===== src/hw/snake_pkg.sv =====
package snake_pkg;

	////////////////////////////////////////////////////////////////////
	// Types
	////////////////////////////////////////////////////////////////////

	typedef logic [5:0]  tile_coord_t;
	typedef logic [11:0] pix_count_t;
	typedef logic [7:0]  score_t;
	typedef logic [7:0]  colour_t;

	// Head direction of travel
	typedef enum logic [1:0] {
		DIR_RIGHT = 2'b00,
		DIR_LEFT  = 2'b01,
		DIR_UP    = 2'b10,
		DIR_DOWN  = 2'b11
	} dir_t;

	////////////////////////////////////////////////////////////////////
	// Grid, trail and timing
	////////////////////////////////////////////////////////////////////

	localparam int TILE_SHIFT = 5;
	localparam int BODY_LEN   = 16;

	localparam tile_coord_t BOUND_LO     = 6'd1;
	localparam tile_coord_t BOUND_HI     = 6'd13;
	localparam tile_coord_t HEAD_START_X = 6'd10;
	localparam tile_coord_t HEAD_START_Y = 6'd12;
	localparam dir_t        DIR_START    = DIR_UP;
	localparam tile_coord_t APPLE_X      = 6'd10;
	localparam tile_coord_t APPLE_Y      = 6'd10;

	localparam int TICK_CYCLES_DEFAULT = 25_000_000;

	////////////////////////////////////////////////////////////////////
	// Colours
	////////////////////////////////////////////////////////////////////

	localparam colour_t SNAKE_R = 8'd0;
	localparam colour_t SNAKE_G = 8'd255;
	localparam colour_t SNAKE_B = 8'd0;
	localparam colour_t APPLE_R = 8'd255;
	localparam colour_t APPLE_G = 8'd0;
	localparam colour_t APPLE_B = 8'd0;

endpackage


===== src/hw/snake_motion_ctrl.sv =====
`timescale 1ns/100ps

module snake_motion_ctrl #(
	parameter int TICK_CYCLES = snake_pkg::TICK_CYCLES_DEFAULT
) (
	input  logic                   i_clk_74M,
	input  logic                   i_arst_n,
	output logic                   o_step,
	output snake_pkg::tile_coord_t o_head_x,
	output snake_pkg::tile_coord_t o_head_y,
	output snake_pkg::score_t      o_score
);

	localparam int CNT_W = $clog2(TICK_CYCLES + 1);

	logic [CNT_W-1:0]       tick_cnt;
	snake_pkg::dir_t        dir_q;
	snake_pkg::dir_t        nxt_dir;
	snake_pkg::tile_coord_t nxt_x;
	snake_pkg::tile_coord_t nxt_y;
	logic                   apple_hit;

	//////////////////////////////////////////////////////////////////////
	// Movement tick
	//////////////////////////////////////////////////////////////////////

	always_ff @(posedge i_clk_74M or negedge i_arst_n) begin
		if (!i_arst_n) begin
			tick_cnt <= '0;
			o_step   <= 1'b0;
		end else begin
			o_step <= (tick_cnt == CNT_W'(TICK_CYCLES - 1));
			if (tick_cnt == CNT_W'(TICK_CYCLES - 1)) begin
				tick_cnt <= '0;
			end else begin
				tick_cnt <= tick_cnt + 1'b1;
			end
		end
	end

	//////////////////////////////////////////////////////////////////////
	// Next head tile and direction
	//////////////////////////////////////////////////////////////////////

	// At a bound the head steps back and the direction flips
	always_comb begin
		nxt_x   = o_head_x;
		nxt_y   = o_head_y;
		nxt_dir = dir_q;
		case (dir_q)
			snake_pkg::DIR_RIGHT: begin
				if (o_head_x < snake_pkg::BOUND_HI) begin
					nxt_x = o_head_x + 1'b1;
				end else begin
					nxt_x   = o_head_x - 1'b1;
					nxt_dir = snake_pkg::DIR_LEFT;
				end
			end
			snake_pkg::DIR_LEFT: begin
				if (o_head_x > snake_pkg::BOUND_LO) begin
					nxt_x = o_head_x - 1'b1;
				end else begin
					nxt_x   = o_head_x + 1'b1;
					nxt_dir = snake_pkg::DIR_RIGHT;
				end
			end
			snake_pkg::DIR_UP: begin
				if (o_head_y > snake_pkg::BOUND_LO) begin
					nxt_y = o_head_y - 1'b1;
				end else begin
					nxt_y   = o_head_y + 1'b1;
					nxt_dir = snake_pkg::DIR_DOWN;
				end
			end
			default: begin
				if (o_head_y < snake_pkg::BOUND_HI) begin
					nxt_y = o_head_y + 1'b1;
				end else begin
					nxt_y   = o_head_y - 1'b1;
					nxt_dir = snake_pkg::DIR_UP;
				end
			end
		endcase
	end

	assign apple_hit = (nxt_x == snake_pkg::APPLE_X) && (nxt_y == snake_pkg::APPLE_Y);

	always_ff @(posedge i_clk_74M or negedge i_arst_n) begin
		if (!i_arst_n) begin
			dir_q    <= snake_pkg::DIR_START;
			o_head_x <= snake_pkg::HEAD_START_X;
			o_head_y <= snake_pkg::HEAD_START_Y;
			o_score  <= '0;
		end else if (o_step) begin
			dir_q    <= nxt_dir;
			o_head_x <= nxt_x;
			o_head_y <= nxt_y;
			// Score holds at full scale
			if (apple_hit && (o_score != '1)) begin
				o_score <= o_score + 1'b1;
			end
		end
	end

endmodule


===== src/hw/snake_top.sv =====
`timescale 1ns/100ps

module snake_top #(
	parameter int TICK_CYCLES = snake_pkg::TICK_CYCLES_DEFAULT
) (
	input  logic                  i_clk_74M,
	input  logic                  i_arst_n,
	input  snake_pkg::pix_count_t i_hcnt,
	input  snake_pkg::pix_count_t i_vcnt,
	output snake_pkg::colour_t    o_r,
	output snake_pkg::colour_t    o_g,
	output snake_pkg::colour_t    o_b
);

	logic                   step;
	snake_pkg::tile_coord_t head_x;
	snake_pkg::tile_coord_t head_y;
	snake_pkg::score_t      score;
	logic                   snake_hit;

	snake_motion_ctrl #(
		.TICK_CYCLES(TICK_CYCLES)
	) u_motion (
		.i_clk_74M (i_clk_74M),
		.i_arst_n  (i_arst_n),
		.o_step    (step),
		.o_head_x  (head_x),
		.o_head_y  (head_y),
		.o_score   (score)
	);

	snake_trail u_trail (
		.i_clk_74M   (i_clk_74M),
		.i_arst_n    (i_arst_n),
		.i_step      (step),
		.i_head_x    (head_x),
		.i_head_y    (head_y),
		.i_score     (score),
		.i_hcnt      (i_hcnt),
		.i_vcnt      (i_vcnt),
		.o_snake_hit (snake_hit)
	);

	tile_compose u_compose (
		.i_clk_74M   (i_clk_74M),
		.i_arst_n    (i_arst_n),
		.i_snake_hit (snake_hit),
		.i_hcnt      (i_hcnt),
		.i_vcnt      (i_vcnt),
		.o_r         (o_r),
		.o_g         (o_g),
		.o_b         (o_b)
	);

endmodule


===== src/hw/snake_trail.sv =====
`timescale 1ns/100ps

module snake_trail (
	input  logic                   i_clk_74M,
	input  logic                   i_arst_n,
	input  logic                   i_step,
	input  snake_pkg::tile_coord_t i_head_x,
	input  snake_pkg::tile_coord_t i_head_y,
	input  snake_pkg::score_t      i_score,
	input  snake_pkg::pix_count_t  i_hcnt,
	input  snake_pkg::pix_count_t  i_vcnt,
	output logic                   o_snake_hit
);

	// Segment 0 is the head itself, held in the motion controller
	snake_pkg::tile_coord_t seg_x [1:snake_pkg::BODY_LEN-1];
	snake_pkg::tile_coord_t seg_y [1:snake_pkg::BODY_LEN-1];
	snake_pkg::tile_coord_t pix_x;
	snake_pkg::tile_coord_t pix_y;

	assign pix_x = snake_pkg::tile_coord_t'(i_hcnt >> snake_pkg::TILE_SHIFT);
	assign pix_y = snake_pkg::tile_coord_t'(i_vcnt >> snake_pkg::TILE_SHIFT);

	//////////////////////////////////////////////////////////////////////
	// Trail shift register
	//////////////////////////////////////////////////////////////////////

	always_ff @(posedge i_clk_74M or negedge i_arst_n) begin
		if (!i_arst_n) begin
			for (int k = 1; k < snake_pkg::BODY_LEN; k++) begin
				seg_x[k] <= snake_pkg::HEAD_START_X;
				seg_y[k] <= snake_pkg::HEAD_START_Y;
			end
		end else if (i_step) begin
			seg_x[1] <= i_head_x;
			seg_y[1] <= i_head_y;
			for (int k = 2; k < snake_pkg::BODY_LEN; k++) begin
				seg_x[k] <= seg_x[k-1];
				seg_y[k] <= seg_y[k-1];
			end
		end
	end

	//////////////////////////////////////////////////////////////////////
	// Pixel hit test
	//////////////////////////////////////////////////////////////////////

	// Segment k only counts once k apples are eaten
	always_comb begin
		o_snake_hit = (pix_x == i_head_x) && (pix_y == i_head_y);
		for (int k = 1; k < snake_pkg::BODY_LEN; k++) begin
			if ((pix_x == seg_x[k]) && (pix_y == seg_y[k]) &&
			    (i_score >= snake_pkg::score_t'(k))) begin
				o_snake_hit = 1'b1;
			end
		end
	end

endmodule


===== src/hw/tile_compose.sv =====
`timescale 1ns/100ps

module tile_compose (
	input  logic                  i_clk_74M,
	input  logic                  i_arst_n,
	input  logic                  i_snake_hit,
	input  snake_pkg::pix_count_t i_hcnt,
	input  snake_pkg::pix_count_t i_vcnt,
	output snake_pkg::colour_t    o_r,
	output snake_pkg::colour_t    o_g,
	output snake_pkg::colour_t    o_b
);

	snake_pkg::tile_coord_t pix_x;
	snake_pkg::tile_coord_t pix_y;
	logic                   apple_tile;

	assign pix_x = snake_pkg::tile_coord_t'(i_hcnt >> snake_pkg::TILE_SHIFT);
	assign pix_y = snake_pkg::tile_coord_t'(i_vcnt >> snake_pkg::TILE_SHIFT);

	assign apple_tile = (pix_x == snake_pkg::APPLE_X) && (pix_y == snake_pkg::APPLE_Y);

	//////////////////////////////////////////////////////////////////////
	// Paint priority and output register
	//////////////////////////////////////////////////////////////////////

	// Snake over apple over black background
	always_ff @(posedge i_clk_74M or negedge i_arst_n) begin
		if (!i_arst_n) begin
			o_r <= '0;
			o_g <= '0;
			o_b <= '0;
		end else if (i_snake_hit) begin
			o_r <= snake_pkg::SNAKE_R;
			o_g <= snake_pkg::SNAKE_G;
			o_b <= snake_pkg::SNAKE_B;
		end else if (apple_tile) begin
			o_r <= snake_pkg::APPLE_R;
			o_g <= snake_pkg::APPLE_G;
			o_b <= snake_pkg::APPLE_B;
		end else begin
			o_r <= '0;
			o_g <= '0;
			o_b <= '0;
		end
	end

endmodule


===== config.mk =====
export PLATFORM = sky130hd
export DESIGN_NAME = snake_top
export DESIGN_NICKNAME = d
export VERILOG_FILES = /design/src/hw/snake_pkg.sv /design/src/hw/snake_motion_ctrl.sv /design/src/hw/snake_top.sv /design/src/hw/snake_trail.sv /design/src/hw/tile_compose.sv
export SDC_FILE = /design/constraint.sdc
export NUM_CORES = 1
export LEC_CHECK = 0
export ABC_CLOCK_PERIOD_IN_PS = 8600
export BUFFER_PORTS_ARGS = -buffer_cell sky130_fd_sc_hd__buf_4
export CELL_PAD_IN_SITES_DETAIL_PLACEMENT = 1
export CELL_PAD_IN_SITES_GLOBAL_PLACEMENT = 1
export CORE_UTILIZATION = 55
export DETAILED_ROUTE_END_ITERATION = 16
export GPL_TIMING_DRIVEN = 0
export PLACE_DENSITY = 0.86
export SLEW_MARGIN = 5
export SYNTH_ARGS = -nofsm -noshare
export SYNTH_HDL_FRONTEND = slang
export SYNTH_HIERARCHICAL = 1
export SYNTH_SLANG_ARGS = --single-unit

===== constraint.sdc =====
create_clock -name i_clk_74M -period 8.6 [get_ports i_clk_74M]
set_clock_uncertainty 0.15 [all_clocks]
set_input_delay 0.43 -clock i_clk_74M [delete_from_list [all_inputs] [get_ports i_clk_74M]]
set_output_delay 0.43 -clock i_clk_74M [all_outputs]
set_load 0.03 [all_outputs]

==> flow_metrics.env <==
export IMPL_status="complete, no violations"
export IMPL_clk_pin_slew_ps=60
export IMPL_r2r_start="u_motion/o_head_x[0]$_DFFE_PN0P_"
export IMPL_synthTopCellsByArea="dfrtp_1, mux2_2, dfstp_2"
export IMPL_die_h_um=151
export IMPL_cp_arrival_ps=3660
export IMPL_clk_path_buf_depth=3
export IMPL_p_switching_uw=564
export IMPL_p_comb_frac=0.061
export IMPL_fin_cells=1386
export IMPL_r2r_slack_ps=5200
export IMPL_post_cts_setup_buffer_count=0
export IMPL_synthArstFlopShare=1.00
export IMPL_cellPowerDensity_nw_per_um2=171
export IMPL_cts_resized=0
export IMPL_ctsHtreeMaxLevel=1
export IMPL_grt_pass1_vias=9638
export IMPL_n_antenna_cell=0
export IMPL_vias_per_cell=6.36
export IMPL_grt_max_degree=111
export IMPL_grt_overflow_total=0
export IMPL_pin_count=50
export IMPL_post_route_period_util=0.395
export IMPL_grt_pass1_wl_mm=58.9
export IMPL_swShare=0.239
export IMPL_p_seq_frac=0.459
export IMPL_drt_wirelength_per_cell_um=27.6
export IMPL_cp_startpoint="u_motion/o_head_x[0]$_DFFE_PN0P_"
export IMPL_drt_initial_drc_count=692
export IMPL_syn_area_sq_um=12300
export IMPL_worstHoldPathType="in -> reg"
export IMPL_yosysMostFrequentCell="mux2_2"
export IMPL_ant_nets=0
export IMPL_worst_slew_pin_slew_ps=1050
export IMPL_design_core_area_sq_um=21900
export IMPL_die_area_sq_um=22900
export IMPL_cts_tree="built"
export IMPL_synth_flop_cell="dfrtp_1"
export IMPL_reg2reg_depth=9
export IMPL_multiInputGateArea_sq_um=5870
export IMPL_maxCapViolCount=0
export IMPL_root_buffer="clkbuf_16"
export IMPL_ys_top_cells_by_count="mux2_2, dfrtp_1, xnor2_1"
export IMPL_die_width_um=151
export IMPL_gp_congestion=0.873
export IMPL_slew_headroom=0.294
export IMPL_ys_seq_area_frac=0.475
export IMPL_hpwl_mm=23.7
export IMPL_vdd_ir_drop_max_v=0.000124
export IMPL_min_from="i_hcnt[9]"
export IMPL_syn_inst=1019
export IMPL_setup_viol=0
export IMPL_fin_crit_ps=3400
export IMPL_clockPowerShare=0.481
export IMPL_required_ps=8860
export IMPL_synth_edf_count=0
export IMPL_final_seq_area_sq_um=5840
export IMPL_drc=0
export IMPL_area_growth_pct=12.5
export IMPL_startpoint_type="register"
export IMPL_synth_seq_cells=230
export IMPL_yosysWarnings=6
export IMPL_post_place_cells=1337
export IMPL_fmax_ghz=0.294
export IMPL_hold_viol_final=0
export IMPL_port_buffers=29
export IMPL_drive_gt1_frac=0.348
export IMPL_intPower_mw=1.80
export IMPL_p_leak_nw=6.13
export IMPL_critical_path_class="reg -> reg"
export IMPL_vias=8821
export IMPL_synth_top_cell_by_area="dfrtp_1"
export IMPL_slew_violations=0
export IMPL_critical_path_max_fanout=10
export IMPL_whs_path_depth=3
export IMPL_yosysTopAreaCellShare=0.336
export IMPL_finalNetCount=1120
export IMPL_grt_total_usage=0.348
export IMPL_synth_area_per_cell_sq_um=12.1
export IMPL_synth_distinct_cells=69
export IMPL_start_util=0.561
export IMPL_cts_sinks=230
export IMPL_nFillCells=2167
export IMPL_fin_setup_tns_ps=0
export IMPL_endpoint_kind="register"
export IMPL_rsz0062_at_grt="false"
export IMPL_finalWirelength_mm=38.2
export IMPL_firstDrtPassIters=5
export IMPL_row_count=54
export IMPL_clk_latency_ps=540
export IMPL_cts_buffers=26
export IMPL_antenna_found_initial=1
sequential cells by signal (all words and copies together) (netlist names):
name / cells
u_motion/o_score: 8
u_motion/o_head_y: 6
u_motion/o_step: 1
u_motion/dir_q: 2
u_motion/tick_cnt: 25
u_trail/seg_x: 90
u_motion/o_head_x: 6
u_trail/seg_y: 90
u_compose/o_r: 1
u_compose/o_g: 1
kinds of logic (layout without fill, tap and decap cells):
| logic type | Yosys count | in the layout | share of synthesized area |
|---|---|---|---|
| compound gates | 69 | 69 | 0.0400 |
| xor+xnor | 227 | 227 | 0.162 |
| fa+ha+maj | 8 | 8 | 0.00815 |
| buf+inv | 91 | 171 | 0.0489 |
| flops | 230 | 230 | 0.475 |
| mux | 184 | 184 | 0.169 |
| other cells | 1 | 8 | 0.000305 |
| simple gates | 209 | 209 | 0.0967 |
path summary, 6_finish.rpt:
path,to
worst max-delay path,u_motion/o_score[1]$_DFFE_PN0P_
worst min-delay path,u_compose/o_r[5]$_DFF_PN0_
worst max register to register,u_motion/o_score[1]$_DFFE_PN0P_
worst min register to register,u_motion/tick_cnt[0]$_DFF_PN0_
max in group asynchronous,u_trail/seg_x[43]$_DFFE_PN1P_
min in group asynchronous,u_trail/seg_y[12]$_DFFE_PN0P_
power by group through the flow:
stage,logic (mW),clock network [mW],registers [mW]
3_5_place_dp,0.133,0,1.10
5_1_grt,0.150,1.19,1.08
4_1_cts,0.140,1.15,1.08
6_report,0.143,1.14,1.08
3_3_place_gp,0.126,0,1.10
2_1_floorplan,0.0746,0,1.10
critical path, stage by stage (launching register included):
cell     delay (ps)
dfrtp_1         640
inv_1           180
ha_1            310
and3b_2         290
nor2_1          110
nor4_1          250
a221o_1         170
nand4_2         240
or4b_4          620
mux2_4          320
per-stage QoR:
step	power [mW]	setup WS, ps	util	hold WS, ps	instance area, sq um
after floorplan	1.18	5660	-	-15.6	12300
after global placement	1.23	5230	0.588	327	12900
after detailed placement	1.24	5280	0.591	178	12900
after CTS	2.38	5260	0.631	53.5	13800
after global routing	2.43	5030	0.631	71.6	13800
final	2.36	5200	0.631	54.6	13800
layout make-up:
class                      instances  share of cell area
buffer                            80              0.0405
tap                              280              0.0253
sequential                       230               0.422
inverter                          11             0.00299
clock buffer                      39              0.0572
clock inverter                     9             0.00597
timing repair buffer              32              0.0210
multi-input combinational        705               0.425
layer usage:
layer	GRT usage	wire (um)	vias to the layer above
met5	0	11	-
met1	0.417	14900	4595
li1	-	-	3677
met3	0.0846	2940	153
met4	0.174	1950	2
met2	0.581	18400	394
what timing repair did:
| item | CTS | global route |
|---|---|---|
| setup endpoints to repair | 0 | 0 |
| hold buffers | 1 | 0 |
| hold endpoints to repair | 39 | 0 |
placed cells by master (no fill, tap or decap), drive strengths merged, types with 6 or more instances in the layout:
cell,netlist,routed
mux2,182,182
dfrtp,165,165
xnor2,142,142
xor2,85,85
buf,51,82
clkbuf,29,68
dfstp,65,65
nand4,41,41
nor2,37,37
nand2,27,27
nor4,25,25
nand3,22,22
nor3,21,21
a21oi,16,16
o21ai,13,13
inv,11,12
conb,1,8
ha,8,8
a31oi,7,7
clkinv,0,6
No activity file was read; power rests on OpenSTA's default activity.
